### src/verilog/rx_link_settings.svh
//////////////////////////////
// Link codes follow the TLK2711 K-character map.
// Hold-off is in clk cycles and must stay below 2**24.
// FIFO depth must be a power of two.
//////////////////////////////
`ifndef RX_LINK_SETTINGS_SVH
`define RX_LINK_SETTINGS_SVH

// Idle sync, D5.6 over K28.5, low K flag only
`define RX_SYNC_WORD     16'hC5BC

// Frame start, K28.2 over K27.7, both K flags
`define RX_SOF_WORD      16'h5CFB

// Frame head, high half arrives first
`define RX_HEAD_FLAG     32'hEB90_E116

// Link loss marker, both K flags set
`define RX_LOSS_WORD     16'hFFFF

`define RX_LOSS_HOLDOFF  10000000

// 64-bit entries
`define RX_FIFO_DEPTH    512

`define RX_RESET_ADDR    32'h5000_0000

`endif

### src/verilog/rx_link_pkg.sv
//////////////////////////////
// Types shared by the RX link blocks.
// Header field widths follow the TLK2711 frame layout.
//////////////////////////////
package rx_link_pkg;

    // Parser states, one per link word position
    typedef enum logic [3:0] {
        IDLE   = 4'd0,
        SYNC   = 4'd1,
        HEAD   = 4'd2,
        TYPE   = 4'd3,
        LINE   = 4'd4,
        LENGTH = 4'd5,
        DATA   = 4'd6,
        CHECK  = 4'd7,
        END1   = 4'd8,
        END2   = 4'd9
    } rx_state_e;

    // One link word with its K-character flags
    typedef struct packed {
        logic        k_msb;
        logic        k_lsb;
        logic [15:0] data;
    } rx_link_word_t;

    // Header fields of one frame
    typedef struct packed {
        logic [1:0]  file_end;
        logic [1:0]  channel;
        logic [3:0]  data_type;
        logic [23:0] line_num;
        logic [15:0] byte_len;
    } rx_frame_info_t;

    // DMA write command, bbt is a multiple of 8
    typedef struct packed {
        logic [31:0] addr;
        logic [15:0] bbt;
    } rx_dma_cmd_t;

endpackage

### src/verilog/rx_wr_cmd.sv
//////////////////////////////
// One DMA write command per frame.
// A header arriving before the ack overwrites the command.
//////////////////////////////
`timescale 1ns/1ps
`include "rx_link_settings.svh"

module rx_wr_cmd (
    input  logic                        clk,
    input  logic                        i_rst,
    input  logic                        i_rx_start,
    input  logic [31:0]                 i_rx_base_addr,
    input  logic                        i_hdr_valid,
    input  rx_link_pkg::rx_frame_info_t i_frame_info,
    input  logic                        i_frame_end,
    input  logic                        i_wr_cmd_ack,
    output logic                        o_wr_cmd_req,
    output rx_link_pkg::rx_dma_cmd_t    o_wr_cmd
);

    logic [31:0] wr_addr;
    logic        req_q;
    logic [15:0] new_bbt;
    rx_link_pkg::rx_dma_cmd_t cmd_q;

    // Byte count rounded up to whole 64-bit words
    assign new_bbt = {i_frame_info.byte_len[15:3] + 13'(|i_frame_info.byte_len[2:0]), 3'b000};

    // Command is presented in the header cycle, then held
    assign o_wr_cmd_req  = req_q | i_hdr_valid;
    assign o_wr_cmd.addr = i_hdr_valid ? wr_addr : cmd_q.addr;
    assign o_wr_cmd.bbt  = i_hdr_valid ? new_bbt : cmd_q.bbt;

    always_ff @(posedge clk) begin
        if (i_hdr_valid) begin
            cmd_q.addr <= wr_addr;
            cmd_q.bbt  <= new_bbt;
        end
    end

    always_ff @(posedge clk) begin
        if (i_rst) begin
            req_q   <= 1'b0;
            wr_addr <= `RX_RESET_ADDR;
        end else begin
            if (i_hdr_valid) begin
                req_q <= 1'b1;
            end else if (i_wr_cmd_ack) begin
                req_q <= 1'b0;
            end
            if (i_rx_start) begin
                wr_addr <= i_rx_base_addr;
            end else if (i_frame_end) begin
                wr_addr <= wr_addr + {16'h0, cmd_q.bbt};
            end
        end
    end

endmodule
### config.mk
export PLATFORM = sky130hd
export DESIGN_NAME = rx_wr_cmd
export DESIGN_NICKNAME = d
export VERILOG_FILES = /design/src/verilog/rx_link_pkg.sv /design/src/verilog/rx_wr_cmd.sv
export VERILOG_INCLUDE_DIRS = /design/src /design/src/verilog
export SDC_FILE = /design/constraint.sdc
export NUM_CORES = 1
export LEC_CHECK = 0
export BUFFER_PORTS_ARGS = -buffer_cell sky130_fd_sc_hd__buf_2
export CAP_MARGIN = 0
export CORE_UTILIZATION = 40
export CTS_CLUSTER_DIAMETER = 80
export DETAILED_ROUTE_END_ITERATION = 12
export GPL_ROUTABILITY_DRIVEN = 0
export PLACE_DENSITY_LB_ADDON = 0.15
export SYNTH_ARGS = -nofsm -noshare
export SYNTH_HDL_FRONTEND = slang
export SYNTH_SLANG_ARGS = --single-unit
export TNS_END_PERCENT = 10
### constraint.sdc
create_clock -name clk -period 3.9 [get_ports clk]
set_input_delay 0.39 -clock clk [delete_from_list [all_inputs] [get_ports clk]]
set_output_delay 0.39 -clock clk [all_outputs]
set_load 0.05 [all_outputs]
Yosys cells after proc, flatten, opt, wreduce, memory -nomap -nowiden
Index checks and enable logic that the tools add are counted.

cells by class
  $add $sub $neg = 2
  mux-type cells = 6
  bitwise logic cells = 1
  reductions and logical operators = 3

operators with widths
  kind                count
  $mux W32            3
  $add A32 B16 Y32    1
  $mux W16            1
  $add A13 B1 Y13     1
  $reduce_bool A2 Y1  2
  $reduce_or A3 Y1    1
  $mux W1             2
  $or A1 B1 Y1        1

word-level totals
  flip-flop bits (word level) = 78
  input bits = 86

Logic depth before layout (Yosys ltp)
  word-level depth = 3
  mapped depth = 9
  gate-level depth less buffers = 9

Least setup slack after synthesis
Ideal clock, no wire load.

  kind = input to output
  start = input port i_frame_info[2] (netlist bit)
  end = output port o_wr_cmd[13] (netlist bit)
  data arrival time = 1.894 ns
  data required time = 3.510 ns
  slack = 1.616 ns
  cell stages on the path = 8
  path buffers = 0
  cells stage by stage = or3_1 > ha_1 > ha_1 > inv_1 > nor3_1 > nand3_1 > xnor2_1 > mux2_2

RTL lines
  element             line             RTL
  start: declaration  rx_wr_cmd.sv:14  input rx_link_pkg::rx_frame_info_t i_frame_info,
  end: declaration    rx_wr_cmd.sv:18  output rx_link_pkg::rx_dma_cmd_t o_wr_cmd

==> results.py <==
metrics = {
    "setup_path": {
        "cpMaxStageDelayCell": "nor3_1",
        "crit_path_end_kind": "output port",
        "required_ns": 3.51,
        "start_kind": "input pin",
        "r2r_slack_ns": 1.28,
        "cp_slowest_stage_delay_ns": 0.51,
        "path_max_fanout": 4,
        "arrival_ns": 2.37,
        "cp_cell_sequence": "buf_2 > or3_1 > ha_1 > ha_1 > inv_1 > nor3_1 > nand3_1 > xnor2_1 > mux2_2 > buf_2",
        "path_class": "input pin to output port",
    },
    "sta": {
        "hold_violations": 0,
        "tns_ns": 0,
        "slew_headroom_pct": 52.0,
        "worst_slew_pin_slew_ns": 0.719,
        "fmax_ghz": 0.362,
        "finalCritPeriodShare_pct": 70.9,
        "setup_violations": 0,
        "skew_ns": 0.0107,
        "worst_hold_slack_ns": 0.265,
        "period_minus_slack_ns": 2.76,
        "finalMaxSlewViolations": 0,
        "rsz0062_at_grt": "no",
    },
    "detailed_routing": {
        "wire_per_inst_um": 15.2,
        "vias": 3343,
        "drc": 0,
        "first_pass_iters": 4,
        "wl_um": 9700,
        "antenna_left": 0,
        "drtIter0Drc": 119,
        "viasPerCell": 5.23,
    },
    "placement": {
        "dp_cells": 623,
        "hpwl_um": 6870,
        "port-buffer-count": 99,
    },
    "clock_network": {
        "clockRootBuffer": "clkbuf_8",
        "cts_inserted_buffers": 9,
        "cts-hold-fix-buffers": 0,
        "clkSlewWorstSetupHoldPaths_ns": 0.07,
        "postCtsSetupBuffers": 0,
        "clockBufferDepth": 2,
        "clock-sinks": 78,
        "cts_tree": "done",
        "post_cts_resize_count": 0,
        "htreeDepth": 3,
        "clk_latency_ns": 0.36,
    },
    "layout": {
        "n_fill_cell": 1017,
        "diodes": 0,
        "fin_util_pct": 49.1,
        "syn_to_final_growth_pct": 17.0,
        "stdcell_count": 639,
        "drive_gt1_share_pct": 34.4,
        "nNetsFinal": 600,
    },
    "global_routing": {
        "grt_pass1_wl_um": 15800,
        "grtUsageTotal_pct": 17.7,
        "first_global_vias": 3243,
        "grt_antenna_before_repair": 0,
        "grt-ovfl-total": 0,
        "grt_max_degree": 47,
    },
    "die": {
        "coreArea_sq_um": 10500,
        "die_w_um": 107,
        "design.die.area_sq_um": 11500,
        "die_h_um": 107,
        "start_util_pct": 42.0,
        "rows": 37,
        "ios": 135,
    },
    "synth": {
        "syn_area_sq_um": 4410,
        "synth_edf_count": 45,
        "seq_area_frac_synth_pct": 45.6,
        "synth_top_cell_area_share_pct": 30.6,
        "ys.flop_type": "edfxtp_1",
        "ys_async_sr_fraction_pct": 0,
        "yosys-top-cells-area": "edfxtp_1, dfxtp_1, mux2_2",
        "yosysMostFrequentCell": "nor2_1",
        "syn_avg_cell_area_sq_um": 10.8,
        "ys_warn_count": 0,
        "syn_inst": 407,
        "yosysTopAreaCell": "edfxtp_1",
        "synth-seq-cells": 78,
        "synthTopCellsByCount": "nor2_1, edfxtp_1, mux2_2",
        "synth_cell_types": 58,
    },
    "power": {
        "p_leak_nw": 2.14,
        "total_power_mw": 2.15,
        "peakVddDrop_uv": 231,
        "p_per_area_nw_per_um2": 417,
    },
    "hold_path": {
        "hold_path_class": "input pin to register",
    },
    "outcome": {
        "status": "completed",
    },
    "flow_run": {
        "drv_cap": 0,
    },
}
cells by family after synthesis:
group | after synthesis | synth area share (%)
simple gates | 108 | 11.4
compound gates | 79 | 13.2
flops | 78 | 45.6
mux | 57 | 14.2
xor+xnor | 36 | 7.15
buf+inv | 32 | 3.57
fa+ha+maj | 16 | 4.71
other cells | 1 | 0.0850
through the flow:
stage | instance area (sq um) | setup slack, ns
finish | 5160 | 1.14
global route | 5160 | 0.999
CTS | 5160 | 1.16
detailed placement | 4980 | 1.16
global placement | 4980 | 1.24
floorplan | 4420 | 1.62
report_power, final:
| part | internal, mW | switching, mW | leakage [nW] |
|---|---|---|---|
| sequential | 0.941 | 0.0456 | 0.724 |
| combinational | 0.202 | 0.387 | 1.33 |
| clock | 0.287 | 0.290 | 0.0864 |
| total | 1.43 | 0.723 | 2.14 |
final cells by class:
cell class / instances / area, sq um / share of cell area, %
timing repair buffer: 102 / 520 / 10.1
inverter: 8 / 30.0 / 0.582
sequential: 78 / 2010 / 39.0
clock inverter: 6 / 52.6 / 1.02
multi-input combinational: 299 / 2250 / 43.6
clock buffer: 10 / 128 / 2.47
tap: 136 / 170 / 3.30
sequential cells by signal (all words and copies together) (netlist names):
register	cells
req_q	1
cmd_q	45
wr_addr	32
layer usage:
layer / wire length (um) / global-route usage [%] / vias up
met3: 423 / 5.05 / 11
met5: 0 / 0 / -
met1: 4680 / 23.7 / 1588
met4: 147 / 5.58 / 0
li1: - / - / 1677
met2: 4450 / 27.3 / 67
critical path: cells and delay by family:
kind	cells	cell delay, ns
adder cells (fa/ha/maj)	2	0.38
multiplexers	1	0.20
buffers and inverters	3	0.38
XOR/XNOR	1	0.23
AND/OR/NAND/NOR	3	0.78
placed cells by master (no fill, tap or decap), drive strengths merged, types with 2 or more instances in the layout:
| cell type | instances |
|---|---|
| xor2 | 18 |
| conb | 3 |
| a21oi | 23 |
| nor2 | 48 |
| edfxtp | 45 |
| nor3 | 6 |
| a41oi | 2 |
| inv | 8 |
| buf | 102 |
| mux2 | 45 |
| o2111ai | 3 |
| clkinv | 4 |
| xnor2 | 18 |
| a21o | 6 |
| o21ai | 8 |
| nand4 | 5 |
| and3 | 9 |
| a211oi | 18 |
| a31o | 2 |
| ha | 15 |
| clkbuf | 10 |
| and2 | 2 |
| o211ai | 8 |
| nand2 | 15 |
| mux2i | 12 |
| dfxtp | 33 |
| o21a | 2 |
| nand3 | 16 |
path summary, 6_finish.rpt:
path,start,to,cells past startpoint
worst max-delay path,i_frame_info[2],o_wr_cmd[15],10
worst min-delay path,i_rx_base_addr[4],wr_addr[4],3
worst max register to register,cmd_q[3],wr_addr[17],8
worst min register to register,wr_addr[1],cmd_q[17],0
Power figures use the tool's default switching activity.
