<file path="config.mk">
export PLATFORM = sky130hd
export DESIGN_NAME = rx_loss_detect
export DESIGN_NICKNAME = d
export VERILOG_FILES = /design/src/verilog/rx_link_pkg.sv /design/src/verilog/rx_loss_detect.sv
export VERILOG_INCLUDE_DIRS = /design/src /design/src/verilog
export SDC_FILE = /design/constraint.sdc
export NUM_CORES = 1
export LEC_CHECK = 0
export BUFFER_PORTS_ARGS = -buffer_cell sky130_fd_sc_hd__buf_2
export CAP_MARGIN = 40
export CORE_MARGIN = 10
export CORE_UTILIZATION = 57
export DETAILED_ROUTE_END_ITERATION = 6
export PLACE_DENSITY = 0.84
export SLEW_MARGIN = 0
export SYNTH_ARGS = -nofsm -noshare
export SYNTH_HDL_FRONTEND = slang
export SYNTH_SLANG_ARGS = --single-unit
</file>
<file path="constraint.sdc">
create_clock -name clk -period 2.1 [get_ports clk]
set_input_delay 0.315 -clock clk [delete_from_list [all_inputs] [get_ports clk]]
set_output_delay 0.315 -clock clk [all_outputs]
set_load 0.01 [all_outputs]
</file>
<file path="src/verilog/rx_link_settings.svh">
//////////////////////////////
// Link codes follow the TLK2711 K-character map.
// Hold-off is in clk cycles and must stay below 2**24.
// FIFO depth must be a power of two.
//////////////////////////////
`ifndef RX_LINK_SETTINGS_SVH
`define RX_LINK_SETTINGS_SVH

// Idle sync, D5.6 over K28.5, low K flag only
`define RX_SYNC_WORD     16'hC5BC

// Frame start, K28.2 over K27.7, both K flags
`define RX_SOF_WORD      16'h5CFB

// Frame head, high half arrives first
`define RX_HEAD_FLAG     32'hEB90_E116

// Link loss marker, both K flags set
`define RX_LOSS_WORD     16'hFFFF

`define RX_LOSS_HOLDOFF  10000000

// 64-bit entries
`define RX_FIFO_DEPTH    512

`define RX_RESET_ADDR    32'h5000_0000

`endif

</file>
<file path="src/verilog/rx_link_pkg.sv">
//////////////////////////////
// Types shared by the RX link blocks.
// Header field widths follow the TLK2711 frame layout.
//////////////////////////////
package rx_link_pkg;

    // Parser states, one per link word position
    typedef enum logic [3:0] {
        IDLE   = 4'd0,
        SYNC   = 4'd1,
        HEAD   = 4'd2,
        TYPE   = 4'd3,
        LINE   = 4'd4,
        LENGTH = 4'd5,
        DATA   = 4'd6,
        CHECK  = 4'd7,
        END1   = 4'd8,
        END2   = 4'd9
    } rx_state_e;

    // One link word with its K-character flags
    typedef struct packed {
        logic        k_msb;
        logic        k_lsb;
        logic [15:0] data;
    } rx_link_word_t;

    // Header fields of one frame
    typedef struct packed {
        logic [1:0]  file_end;
        logic [1:0]  channel;
        logic [3:0]  data_type;
        logic [23:0] line_num;
        logic [15:0] byte_len;
    } rx_frame_info_t;

    // DMA write command, bbt is a multiple of 8
    typedef struct packed {
        logic [31:0] addr;
        logic [15:0] bbt;
    } rx_dma_cmd_t;

endpackage

</file>
<file path="src/verilog/rx_loss_detect.sv">
//////////////////////////////
// Link loss and sync loss pulses.
// HOLDOFF_CYCLES must be between 1 and 2**24.
//////////////////////////////
`timescale 1ns/1ps
`include "rx_link_settings.svh"

module rx_loss_detect #(
    parameter int HOLDOFF_CYCLES = `RX_LOSS_HOLDOFF
) (
    input  logic                       clk,
    input  logic                       i_rst,
    input  rx_link_pkg::rx_link_word_t i_link,
    input  logic                       i_in_payload,
    input  logic                       i_link_loss_ena,
    input  logic                       i_sync_loss_ena,
    output logic                       o_link_loss,
    output logic                       o_sync_loss,
    output logic                       o_loss_interrupt
);

    localparam logic [23:0] HOLD_LAST = 24'(HOLDOFF_CYCLES - 1);

    // Index 0 is link loss, index 1 is sync loss
    logic [1:0] trig;
    logic [1:0] ena;
    logic [1:0] pulse;

    assign trig[0] = i_link.k_msb & i_link.k_lsb & (i_link.data == `RX_LOSS_WORD);
    // Any K character inside a frame means the link slipped
    assign trig[1] = (i_link.k_msb | i_link.k_lsb) & i_in_payload;
    assign ena     = {i_sync_loss_ena, i_link_loss_ena};

    //////////////////////////////
    // Per-kind pulse and hold-off
    //////////////////////////////
    for (genvar g = 0; g < 2; g++) begin : g_loss
        logic        pulse_q;
        logic        flag_q;
        logic [23:0] timer_q;
        logic        fire;

        assign fire     = trig[g] & ~flag_q;
        assign pulse[g] = pulse_q;

        always_ff @(posedge clk) begin
            if (i_rst || !ena[g]) begin
                pulse_q <= 1'b0;
                flag_q  <= 1'b0;
                timer_q <= '0;
            end else begin
                pulse_q <= fire;
                if (fire) begin
                    flag_q <= 1'b1;
                end else if (timer_q == HOLD_LAST) begin
                    flag_q <= 1'b0;
                end
                if (flag_q && timer_q != HOLD_LAST) begin
                    timer_q <= timer_q + 24'd1;
                end else begin
                    timer_q <= '0;
                end
            end
        end
    end

    assign o_link_loss      = pulse[0];
    assign o_sync_loss      = pulse[1];
    assign o_loss_interrupt = |pulse;

endmodule

</file>
# [Word-level counts from Yosys, hierarchy flattened]
# Cells that the tools add are included.
# Widths: inputs -> output; s select.
[op_classes] n_addsub=2 n_eq_ne=5 n_mux=4 bitwise=10 reduce_logical=11
[ops] op="$add 24x1->24 const B" n=2
[ops] op="$eq 24x24->1 const B" n=2
[ops] op="$ne 24x24->1 const B" n=2
[ops] op="$eq 16x16->1 const B" n=1
[ops] op="$reduce_or 2->1" n=3
[ops] op="$and 1x1->1" n=5
[ops] op="$mux 1" n=4
[ops] op="$not 1->1" n=4
[ops] op="$reduce_bool 2->1" n=2
[ops] op="$logic_and 1x1->1" n=2
[ops] op="$logic_not 1->1" n=2
[ops] op="$logic_or 1x1->1" n=2
[ops] op="$or 1x1->1" n=1
[word_totals] ff_bits=52 output_inout_bits=3 elab_cells=38

# [Longest topological paths before layout]
[depth] word_depth=4 depth_mapped=7 mapped_depth_nobuf=5

# [Worst setup path before layout]
# Ideal clock, no wire load.
[synth_path] path_type="register -> register" from="register g_loss[1].timer_q[0]" to="register g_loss[1].timer_q[20]" setup_time_ps=125 arrival_time_ps=1744 path_slack_ps=231 stages_incl_launch_ff=7 period_less_slack_ps=1869 path_cell_list="dfxtp_1 -> ha_1 -> nand3_1 -> or4_1 -> o2111ai_2 -> buf_4 -> a21oi_1"
[synth_between] elab_chain_cells=4
[synth_rtl] item="start, declared" line_no="rx_loss_detect.sv:40" source="logic [23:0] timer_q;"
[synth_rtl] item="start signal, assigned" line_no="rx_loss_detect.sv:59" source="timer_q <= timer_q + 24'd1;"
[synth_rtl] item="parallel branches: the longest is 4 deep, another holds $add 24x1->24"
# Parallel ways; which one is timed is not known.
# A chain may end at the register's enable or synchronous reset.

# [Worst setup path in the final report]
[layout_path] from="register g_loss[1].timer_q[0]" to="register g_loss[1].timer_q[16]"
# The elaborated chain is that of the path after synthesis.

==> impl_metrics.yaml <==
floorplanning:
  fp-row-count: 23
  die_area_um2: 7162
  start_util_pct: 59.10
  die_h_um: 84.63
  io-pin-count: 26
  die_w_um: 84.63
  area_inside_the_core_boundary_um2: 4029
sta:
  timing.final.crit_share_pct: 93.80
  rsz0062_at_grt: "false"
  worst_pin_slew_ns: 0.3964
  aggregate_negative_setup_slack_ns: 0
  final.setup_skew_ns: 0.009734
  setup-violations-final: 0
  final-hold-violation-count: 0
  fin_crit_ns: 1.970
  slew-limit-headroom_pct: 73.20
  slew_viol_final: 0
  clock.fmax_ghz: 0.5076
grt:
  first_global_vias: 1996
  grt_antenna_before_repair: 0
  maximum_number_of_pins_on_one_net_before_global_route_repair: 16
  residual_overflow_from_global_routing: 0
  grt_usage_pct: 13.83
  grt_pass1_wl_um: 8535
placement:
  dpl.hpwl_um: 3583
  gp_routability_congestion: 0.8470
  io_buffers: 25
  place.detailed.instances: 343
yosys:
  synthCells: 274
  synth_flop_cell: "dfxtp_1"
  synth-seq-cells: 52
  async_flop_share_pct: 0
  yosys_warnings: 0
  post_synth_edffs: 0
  netlist_area_um2: 2381
  yosys_top_cell_by_area: "dfxtp_1"
  syn-mean-instance-area_um2: 8.690
  synth_sequential_area_ratio_pct: 43.72
  synth_cell_types: 36
  synth.top_cells.by_area: "dfxtp_1 (44%), nor2_1 (4.9%), xor2_1 (4.8%)"
  synth_largest_type_area_fraction_pct: 43.72
  synth_nets: 299
outcome:
  run_status: "finished, final reports clean"
clocking:
  clockBufferDepth: 2
  clk_pin_slew_ns: 0.09
  clock_tree_from_tritoncts: "yes"
  cts_buffers: 5
  tritoncts_sinks: 52
  clk-insertion-delay-late_ns: 0.30
  clk_root_buffer_cell: "clkbuf_8"
  cts.htree.levels: 2
worst_setup_path:
  startpoint_type: "register"
  worstSetupEndpointType: "register"
  critPathKind: "reg -> reg"
  critical_path_arrival_ns: 2.15
  required_time_at_the_endpoint_of_the_critical_path_ns: 2.28
  critPathMaxFanout: 13
detailed_routing:
  vias: 2090
  dr.first_iter.drc_count: 142
  vias_per_cell: 5.954
  detail_route.first_pass.iterations: 4
  drc_errors: 0
  drt-total-wl_um: 4866
  drtAntennaViolNets: 0
  route.detailed.wl_per_inst_um: 13.86
final_layout:
  antenna_cells_inserted: 0
  mostFrequentLayoutCell: "dfxtp_1"
  drive_above_1_share_pct: 14.62
  final_cells: 351
  final_core_utilization_pct: 66.18
  most-common-layout-cells: "dfxtp_1 (52), nor2_1 (31), buf_2 (25)"
  final_nets: 325
  area.growth.synth_to_final_pct: 11.98
hold_path:
  timing.hold.worst.class: "in -> reg"
pwr:
  cellLeakagePower_nw: 0.8513
  max-vdd-ir-drop_mv: 0.4221
  power_per_cell_area_nw_per_um2: 634.7
job:
  max-cap-violations: 0
==> repair_timing <==
action | 4_1_cts | 5_1_grt
resized for setup | 0 | 1
hold buffers | 0 | 0
endpoints found under the setup margin | 0 | 1
setup buffers | 0 | 0
endpoints found under the hold margin | 0 | 0
==> cell usage after synthesis (3+ instances only) <==
library cell	count
and3_1	7
o31ai_1	9
xor2_1	13
nand2_1	15
nor4_1	5
nand3_1	19
a21oi_1	18
nor2_1	31
nand4_1	13
or4_1	10
dfxtp_1	52
o21ai_0	11
or3_1	12
inv_1	8
buf_2	3
and4_1	7
clkbuf_1	6
xnor2_1	11
==> power by group <==
group          switching (W)  total [W]  internal [W]
sequential        0.00000185   0.000989      0.000987
clock               0.000315   0.000669      0.000354
combinational      0.0000145  0.0000348     0.0000202
==> critical path: stages, from the launching register on <==
cell       delay (ns)
dfxtp_1          0.39
ha_1             0.22
nand3_1          0.16
or4_1            0.56
o2111ai_2        0.22
buf_4            0.23
a21oi_1          0.06
==> metrics by stage <==
step / hold slack [ns] / setup WS, ns / area [um^2] / power [W]
floorplan: 0.4132 / 0.2309 / 2381 / 0.001022
global placement: 0.4266 / 0.1958 / 2554 / 0.001046
detailed placement: 0.4430 / 0.1242 / 2554 / 0.001047
CTS: 0.2609 / 0.1123 / 2661 / 0.001704
global route: 0.2667 / 0.02031 / 2666 / 0.001748
finish: 0.2597 / 0.1301 / 2666 / 0.001692
==> routing by layer <==
layer  global-route usage (%)  up-vias  wire, um
met4                    4.790        0        47
met3                    4.348        4       239
li1                         -     1050         -
met5                        0        -         0
met2                    22.51       47      2280
met1                    16.70      989      2299
==> final cells by class <==
class	count	area [um^2]
fill	330	1363
multi-input combinational	203	1262
sequential	52	1041
timing repair buffer	30	162.7
clock buffer	6	72.57
tap	50	62.56
clock inverter	2	35.03
inverter	8	30.03
==> worst paths after layout <==
check                                                     start                          endpoint  slack (ns)  cells past startpoint
worst max-delay path            g_loss[1].timer_q[0]$_SDFF_PP0_  g_loss[1].timer_q[16]$_SDFF_PP0_        0.13                      6
worst min-delay path                                 i_link[16]            o_link_loss$_SDFF_PP0_        0.26                      3
worst max register to register  g_loss[1].timer_q[0]$_SDFF_PP0_  g_loss[1].timer_q[16]$_SDFF_PP0_        0.13                      6
worst min register to register  g_loss[0].timer_q[0]$_SDFF_PP0_   g_loss[0].timer_q[0]$_SDFF_PP0_        0.46                      1
==> registers in the layout, summed over array words and instances (netlist names) <==
register	cells
o_link_loss	1
g_loss.timer_q	48
g_loss.flag_q	2
o_sync_loss	1
==> kinds of logic (layout without fill, tap and decap cells) <==
group / after synthesis / count (layout) / share of synthesized area (%)
DFF: 52 / 52 / 43.72
and+or+nand+nor: 133 / 133 / 31.63
adders and majority gates: 2 / 2 / 1.051
AOI/OAI and AO/OA: 44 / 44 / 11.30
xor gates and xnor gates: 24 / 24 / 8.828
buffers and inverters: 19 / 46 / 3.468
(Power assumes the default switching activity.)
