## src/verilog/rx_link_settings.svh

```systemverilog
//////////////////////////////
// Link codes follow the TLK2711 K-character map.
// Hold-off is in clk cycles and must stay below 2**24.
// FIFO depth must be a power of two.
//////////////////////////////
`ifndef RX_LINK_SETTINGS_SVH
`define RX_LINK_SETTINGS_SVH

// Idle sync, D5.6 over K28.5, low K flag only
`define RX_SYNC_WORD     16'hC5BC

// Frame start, K28.2 over K27.7, both K flags
`define RX_SOF_WORD      16'h5CFB

// Frame head, high half arrives first
`define RX_HEAD_FLAG     32'hEB90_E116

// Link loss marker, both K flags set
`define RX_LOSS_WORD     16'hFFFF

`define RX_LOSS_HOLDOFF  10000000

// 64-bit entries
`define RX_FIFO_DEPTH    512

`define RX_RESET_ADDR    32'h5000_0000

`endif

```

## src/verilog/rx_link_pkg.sv

```systemverilog
//////////////////////////////
// Types shared by the RX link blocks.
// Header field widths follow the TLK2711 frame layout.
//////////////////////////////
package rx_link_pkg;

    // Parser states, one per link word position
    typedef enum logic [3:0] {
        IDLE   = 4'd0,
        SYNC   = 4'd1,
        HEAD   = 4'd2,
        TYPE   = 4'd3,
        LINE   = 4'd4,
        LENGTH = 4'd5,
        DATA   = 4'd6,
        CHECK  = 4'd7,
        END1   = 4'd8,
        END2   = 4'd9
    } rx_state_e;

    // One link word with its K-character flags
    typedef struct packed {
        logic        k_msb;
        logic        k_lsb;
        logic [15:0] data;
    } rx_link_word_t;

    // Header fields of one frame
    typedef struct packed {
        logic [1:0]  file_end;
        logic [1:0]  channel;
        logic [3:0]  data_type;
        logic [23:0] line_num;
        logic [15:0] byte_len;
    } rx_frame_info_t;

    // DMA write command, bbt is a multiple of 8
    typedef struct packed {
        logic [31:0] addr;
        logic [15:0] bbt;
    } rx_dma_cmd_t;

endpackage

```

## src/verilog/rx_frame_parser.sv

```systemverilog
//////////////////////////////
// Frame parser for the TLK2711 RX word stream.
// byte_len must be even and at least 2.
// Checksum is the 16-bit wrapping sum of header and payload.
//////////////////////////////
`timescale 1ns/1ps
`include "rx_link_settings.svh"

module rx_frame_parser (
    input  logic                        clk,
    input  logic                        i_rst,
    input  rx_link_pkg::rx_link_word_t  i_link,
    output logic                        o_hdr_valid,
    output rx_link_pkg::rx_frame_info_t o_frame_info,
    output logic                        o_pay_valid,
    output logic [15:0]                 o_pay_word,
    output logic                        o_frame_end,
    output logic                        o_checksum_error,
    output logic                        o_in_payload
);

    rx_link_pkg::rx_state_e cs;
    rx_link_pkg::rx_state_e ns;

    logic [15:0] prev_data;
    logic [15:0] checksum;
    logic [14:0] data_cnt;
    logic        sync_hit;
    logic        sof_hit;
    logic        head_hit;
    logic        data_last;

    assign sync_hit  = ~i_link.k_msb & i_link.k_lsb & (i_link.data == `RX_SYNC_WORD);
    assign sof_hit   = i_link.k_msb & i_link.k_lsb & (i_link.data == `RX_SOF_WORD);
    // Head spans two words, previous word is the high half
    assign head_hit  = ({prev_data, i_link.data} == `RX_HEAD_FLAG);
    assign data_last = (data_cnt == o_frame_info.byte_len[15:1] - 15'd1);

    assign o_in_payload = cs inside {rx_link_pkg::TYPE, rx_link_pkg::LINE,
                                     rx_link_pkg::LENGTH, rx_link_pkg::DATA,
                                     rx_link_pkg::CHECK};

    //////////////////////////////
    // State machine
    //////////////////////////////
    always_ff @(posedge clk) begin
        if (i_rst) begin
            cs <= rx_link_pkg::IDLE;
        end else begin
            cs <= ns;
        end
    end

    always_comb begin
        ns = cs;
        case (cs)
            rx_link_pkg::IDLE:   if (sync_hit) ns = rx_link_pkg::SYNC;
            rx_link_pkg::SYNC:   if (sof_hit) ns = rx_link_pkg::HEAD;
            rx_link_pkg::HEAD:   if (head_hit) ns = rx_link_pkg::TYPE;
            rx_link_pkg::TYPE:   ns = rx_link_pkg::LINE;
            rx_link_pkg::LINE:   ns = rx_link_pkg::LENGTH;
            rx_link_pkg::LENGTH: ns = rx_link_pkg::DATA;
            rx_link_pkg::DATA:   if (data_last) ns = rx_link_pkg::CHECK;
            rx_link_pkg::CHECK:  ns = rx_link_pkg::END1;
            rx_link_pkg::END1:   ns = rx_link_pkg::END2;
            default:             ns = rx_link_pkg::IDLE;
        endcase
    end

    always_ff @(posedge clk) begin
        prev_data <= i_link.data;
    end

    //////////////////////////////
    // Header capture
    //////////////////////////////
    always_ff @(posedge clk) begin
        case (cs)
            rx_link_pkg::TYPE: begin
                {o_frame_info.file_end, o_frame_info.channel,
                 o_frame_info.data_type, o_frame_info.line_num[23:16]} <= i_link.data;
            end
            rx_link_pkg::LINE:   o_frame_info.line_num[15:0] <= i_link.data;
            rx_link_pkg::LENGTH: o_frame_info.byte_len <= i_link.data;
            default: ;
        endcase
    end

    // Running sum, restarts while waiting for a frame
    always_ff @(posedge clk) begin
        case (cs)
            rx_link_pkg::IDLE, rx_link_pkg::SYNC, rx_link_pkg::HEAD: begin
                checksum <= 16'h0;
            end
            rx_link_pkg::TYPE, rx_link_pkg::LINE,
            rx_link_pkg::LENGTH, rx_link_pkg::DATA: begin
                checksum <= checksum + i_link.data;
            end
            default: ;
        endcase
    end

    //////////////////////////////
    // Strobes and status
    //////////////////////////////
    always_ff @(posedge clk) begin
        if (i_rst) begin
            data_cnt         <= '0;
            o_hdr_valid      <= 1'b0;
            o_pay_valid      <= 1'b0;
            o_frame_end      <= 1'b0;
            o_checksum_error <= 1'b0;
        end else begin
            if (cs == rx_link_pkg::DATA) begin
                data_cnt <= data_cnt + 15'd1;
            end else begin
                data_cnt <= '0;
            end
            o_hdr_valid <= (cs == rx_link_pkg::LENGTH);
            o_pay_valid <= (cs == rx_link_pkg::DATA);
            o_frame_end <= (cs == rx_link_pkg::END1);
            // Error flag stays up until the next head is found
            if (cs == rx_link_pkg::HEAD && head_hit) begin
                o_checksum_error <= 1'b0;
            end else if (cs == rx_link_pkg::CHECK) begin
                o_checksum_error <= (checksum != i_link.data);
            end
        end
    end

    always_ff @(posedge clk) begin
        o_pay_word <= i_link.data;
    end

endmodule

```

## config.mk

```make
export PLATFORM = sky130hd
export DESIGN_NAME = rx_frame_parser
export DESIGN_NICKNAME = d
export VERILOG_FILES = /design/src/verilog/rx_link_pkg.sv /design/src/verilog/rx_frame_parser.sv
export VERILOG_INCLUDE_DIRS = /design/src /design/src/verilog
export SDC_FILE = /design/constraint.sdc
export NUM_CORES = 1
export LEC_CHECK = 0
export BUFFER_PORTS_ARGS = -buffer_cell sky130_fd_sc_hd__buf_2
export CAP_MARGIN = 20
export CORE_ASPECT_RATIO = 2
export CORE_MARGIN = 2
export CORE_UTILIZATION = 45
export CTS_BUF_LIST = sky130_fd_sc_hd__clkbuf_8
export CTS_CLUSTER_SIZE = 30
export DETAILED_ROUTE_END_ITERATION = 16
export PLACE_DENSITY = 0.67
export SLEW_MARGIN = 20
export SYNTH_ARGS = -nofsm -noshare
export SYNTH_HDL_FRONTEND = slang
export SYNTH_SLANG_ARGS = --single-unit
```

## constraint.sdc

```tcl
create_clock -name clk -period 2.9 [get_ports clk]
set_input_delay 0.29 -clock clk [delete_from_list [all_inputs] [get_ports clk]]
set_output_delay 0.29 -clock clk [all_outputs]
set_load 0.05 [all_outputs]
```

# [Yosys cells after proc, flatten, opt, wreduce, memory -nomap -nowiden]
# Index checks and enable logic that the tools add are counted.
[word_totals] in_bits=20 out_inout_bits=69 reg_bits=103
[op_classes] n_reduce_logical=9 n_addsub=3 n_mux=6 bitwise_logic=6 eq_ne=17
[op_table] operator="$pmux W4 S9" count=1
[op_table] operator="$eq A32 B32 Y1 const B" count=1
[op_table] operator="$pmux W16 S2" count=1
[op_table] operator="$add A16 B16 Y16" count=1
[op_table] operator="$eq A16 B15 Y1 const B" count=1
[op_table] operator="$eq A16 B16 Y1 const B" count=1
[op_table] operator="$eq A4 B3 Y1 const B" count=4
[op_table] operator="$mux W4" count=4
[op_table] operator="$ne A16 B16 Y1" count=1
[op_table] operator="$add A15 B1 Y15 const B" count=1
[op_table] operator="$eq A15 B15 Y1" count=1
[op_table] operator="$sub A15 B1 Y15 const B" count=1
[op_table] operator="$eq A4 B2 Y1 const B" count=2
[op_table] operator="$ne A2 B2 Y1 const B" count=4
[op_table] operator="$reduce_bool A5 Y1" count=1
[op_table] operator="$and A1 B1 Y1" count=4
[op_table] operator="$eq A4 B1 Y1 const B" count=1
[op_table] operator="$eq A4 B4 Y1 const B" count=1
[op_table] operator="$logic_not A4 Y1" count=1
[op_table] operator="$reduce_and A4 Y1" count=1
[op_table] operator="$reduce_or A2 Y1" count=2
[op_table] operator="$reduce_or A4 Y1" count=1
[op_table] operator="$reduce_or A3 Y1" count=1
[op_table] operator="$not A1 Y1" count=2
[op_table] operator="2 further kinds" count=2

# [Longest topological paths before layout]
[logic_depth] word_depth=5 depth_mapped=10 mapped_depth_nobuf=10

# [Worst setup path before layout]
# OpenSTA, ideal clock, no wires.
[synth_path] kind="register to register" start="reg o_frame_info[6] (netlist bit)" end="reg cs[0]" n_path_buf=1 required_time_ps=2773 arrival_ps=2341 stages_incl_launch_ff=9 period_less_slack_ps=2467 path_slack_ps=433 setup_time_ps=127 cell_sequence="edfxtp_1 > buf_6 > or4_4 > or3_4 > mux2_4 > mux2i_1 > o22ai_1 > nand4_1 > a21oi_1"
[synth_via] elab_chain_len=4
[synth_lines] item="start, declared" line="rx_frame_parser.sv:14" text="output rx_link_pkg::rx_frame_info_t o_frame_info,"
[synth_lines] item="$sub A15 B1 Y15" line="rx_frame_parser.sv:37" text="assign data_last = (data_cnt == o_frame_info.byte_len[15:1] - 15'd1);"
[synth_lines] item="$eq A15 B15 Y1" line="rx_frame_parser.sv:37"
[synth_lines] item="$ne A2 B2 Y1 (no source line)"
[synth_lines] item="$reduce_and A4 Y1 (no source line)"
[synth_lines] item="end signal, assigned" line="rx_frame_parser.sv:48" text="cs <= rx_link_pkg::IDLE;"
[synth_lines] item="end signal, assigned" line="rx_frame_parser.sv:50" text="cs <= ns;"
[synth_lines] item="end, declared" line="rx_frame_parser.sv:22" text="rx_link_pkg::rx_state_e cs;"
# Every way passes these cells.
# A chain may end at the register's enable or synchronous reset.

# [Worst setup path after layout]
[layout_path] start="reg checksum[0]" end="reg checksum[14] (data pin)"
[layout_via] elab_chain_len=2
[layout_lines] item="start, declared" line="rx_frame_parser.sv:26" text="logic [15:0] checksum;"
[layout_lines] item="start signal, assigned" line="rx_frame_parser.sv:97" text="checksum <= checksum + i_link.data;"
[layout_lines] item="$add A16 B16 Y16" line="rx_frame_parser.sv:97"
[layout_lines] item="$pmux W16 S2" line="rx_frame_parser.sv:91" text="case (cs)"
# Every way passes these cells.

==> impl_metrics.py <==
metrics = {
    "worst_setup_path": {
        "cpMaxStageDelayCell": "fa_1",
        "r2r-start": "checksum[0]$_SDFFCE_PN0P_",
        "critical_path_class": "flip-flop to flip-flop",
        "cp-start-kind": "flip-flop",
        "cp-end-kind": "flip-flop",
        "cpPeakStageDelay_ps": 370,
        "crit_chain": "ha_1 -> inv_1 -> fa_1 -> nor2b_1 -> o31a_1 -> o2111ai_1 -> a31oi_1 -> a31oi_1 -> xor2_1 -> nor2_1",
        "crit_required_ps": 3010,
        "critPathMaxFanout": 3,
        "crit_path_start": "checksum[0]$_SDFFCE_PN0P_",
        "crit_path_frequent_cell": "a31oi_1",
        "r2r_setup_slack_ps": 450,
        "r2r_end": "checksum[14]$_SDFFCE_PN0P_",
        "worstRegToRegCells": 10,
        "cp-endpoint": "checksum[14]$_SDFFCE_PN0P_",
        "arrival_ps": 2570,
    },
    "finish": {
        "layout.nets": 521,
        "syn_to_final_growth_pct": 17.7,
        "fillCellCount": 862,
        "post-route-util_pct": 54.2,
        "fin_area_mm2": 0.00547,
        "n_antenna_cell": 0,
        "drive_above_1_share_pct": 24.8,
        "multi_input_area_mm2": 0.00184,
        "seqCellArea_mm2": 0.00270,
    },
    "placement": {
        "routabilityCongestion": 0.975,
        "io_buffers": 88,
        "placed_area_mm2": 0.00523,
        "place_ws_ps": 394,
        "hpwlAfterDp_um": 9210,
    },
    "flow_run": {
        "drv_cap": 0,
    },
    "synth": {
        "ys_top_cells_by_count": "64 x edfxtp_1, 44 x nor2_1, 39 x dfxtp_1",
        "synth_edf_count": 64,
        "yosysMostFrequentCell": "edfxtp_1",
        "synth_area_mm2": 0.00465,
        "synth_nets": 427,
        "syn_inst": 389,
        "synthTopCellsByArea": "edfxtp_1 41%, dfxtp_1 17%, ha_1 4.6%",
        "synth.largest_area_cell": "edfxtp_1",
        "async_reset_ff_share_pct": 0,
        "ys_types": 58,
        "syn-mean-instance-area_um2": 11.9,
        "synth_top_area_share_pct": 41.4,
        "seq_area_frac_synth_pct": 58.2,
        "synthFlopType": "edfxtp_1",
        "ys_ff_latch": 103,
        "yosysWarnings": 0,
    },
    "routing": {
        "ant_nets": 0,
        "wl_um": 11900,
        "dr.pass1.iters": 4,
        "route.vias.total": 3415,
        "wl_per_cell_um": 19.2,
        "drc": 0,
        "initialDrtViolationCount": 122,
        "vias_per_cell": 5.48,
    },
    "outcome": {
        "status": "finished, final reports clean",
    },
    "floorplanning": {
        "dieArea_mm2": 0.0112,
        "initial_utilization_pct": 46.1,
        "rows": 52,
        "ios": 89,
        "coreArea_mm2": 0.0101,
        "die_h_um": 148,
        "dieWidth_um": 75.8,
    },
    "grt": {
        "grt_pass1_vias": 3517,
        "grt_pass1_wl_um": 18500,
        "grt_start_max_net_pins": 18,
        "overflow": 0,
        "grtUsageTotal_pct": 22.8,
        "antenna_found_initial": 0,
    },
    "pwr": {
        "power.density_mw_per_mm2": 508,
        "leakagePower_nw": 2.12,
        "peakVddDrop_mv": 0.413,
        "power_mw": 2.78,
    },
    "cts": {
        "cts_resized": 0,
        "cts_buffers": 9,
        "cts.sinks": 103,
        "cts_setup_buffers": 0,
        "cts_tree": "built",
        "cts.reportedPaths.clkPinSlew_ps": 100,
        "htreeDepth": 3,
        "ctsHoldBuffers": 0,
        "clk_latency_ps": 370,
        "clockBufferDepth": 2,
        "cts_root_buf": "clkbuf_8",
    },
    "sta": {
        "period_share_pct": 84.6,
        "tightestPinTransition_ps": 824,
        "fin_crit_ps": 2450,
        "fin_ws_ps": 448,
        "hold_viol_final": 0,
        "finalSetupViolCount": 0,
        "fin_skew_ps": 12.5,
        "tns_ps": 0,
        "relSlewSlack_pct": 43.6,
        "rsz0062_at_grt": "no",
        "clock.fmax_ghz": 0.408,
        "slew_violations": 0,
    },
    "worst_hold_path": {
        "hp-class": "input port to flip-flop",
    },
}
## kinds of logic (layout without fill, tap and decap cells)
family | Yosys count | after routing | share of synthesized area (%)
compound gates | 48 | 48 | 7.27
xor+xnor | 45 | 45 | 8.48
buf+inv | 21 | 120 | 2.42
simple gates | 149 | 149 | 17.4
mux | 5 | 5 | 1.21
fa+ha+maj | 18 | 18 | 5.01
flops | 103 | 103 | 58.2
## critical path: cells and delay by family, from the launching register on
kind,cells,cell delay (ps)
XOR/XNOR,1,150
AND/OR/NAND/NOR,2,260
flip-flops,1,350
buffers and inverters,1,60
adder cells (fa/ha/maj),2,560
AO/OA/AOI/OAI,4,810
## area by class of cell
cell class | instances | share of cell area (%)
well taps | 135 | 3.09
multi-input cells | 265 | 33.6
flip-flops and latches | 103 | 49.4
clock buffers | 9 | 2.26
inverters | 11 | 0.755
clock inverters | 7 | 2.17
repair buffers | 93 | 8.74
## per-layer routing
layer / track usage (%) / wire (um) / vias to the layer above
met2: 40.6 / 6720 / 110
met5: 0 / 0 / -
met1: 23.4 / 4160 / 1643
met3: 4.09 / 428 / 41
li1: - / - / 1621
met4: 13.3 / 630 / 0
## worst min-delay path by stage
stage	to	slack (ps)	cells after the start	startpoint
finish	o_pay_word[0]$_DFF_P_	110	1	i_link[0]
global route	o_pay_word[2]$_DFF_P_	100	1	i_link[2]
CTS	o_pay_word[0]$_DFF_P_	90	1	i_link[0]
detailed placement	data_cnt[0]$_SDFF_PP0_	470	1	data_cnt[0]$_SDFF_PP0_
global placement	data_cnt[0]$_SDFF_PP0_	460	1	data_cnt[0]$_SDFF_PP0_
floorplan	o_pay_word[0]$_DFF_P_	320	0	i_link[0]
## through the flow
step / hold slack, ps / std cells
floorplan: 318 / 389
global placement: 458 / 607
detailed placement: 467 / 607
CTS: 95.0 / 623
global route: 98.3 / 623
finish: 109 / 623
## registers in the layout, summed over array words and instances (netlist names)
name,count
o_hdr_valid,1
cs,4
o_checksum_error,1
data_cnt,15
o_frame_end,1
checksum,16
o_pay_word,16
o_pay_valid,1
o_frame_info,48
## cells in the final DEF, fill, tap and decap left out, types with 5 or more instances in the layout
cell / count
a21oi_1: 7
clkbuf_8: 9
buf_4: 5
o21a_1: 6
xnor2_1: 23
nand4b_1: 5
nand4_1: 8
buf_2: 88
nand3_1: 11
nand2_1: 18
nor3_1: 13
dfxtp_1: 39
a21o_1: 5
nor4_1: 13
nor2_1: 44
a31oi_1: 7
inv_1: 12
o21ai_0: 5
xor2_1: 22
ha_1: 17
edfxtp_1: 64
## report_power, final
part	switching (mW)	internal, mW
logic	0.107	0.0374
clock network	0.491	0.576
registers	0.00692	1.56
total	0.605	2.17
No activity file was read; power rests on OpenSTA's default activity.
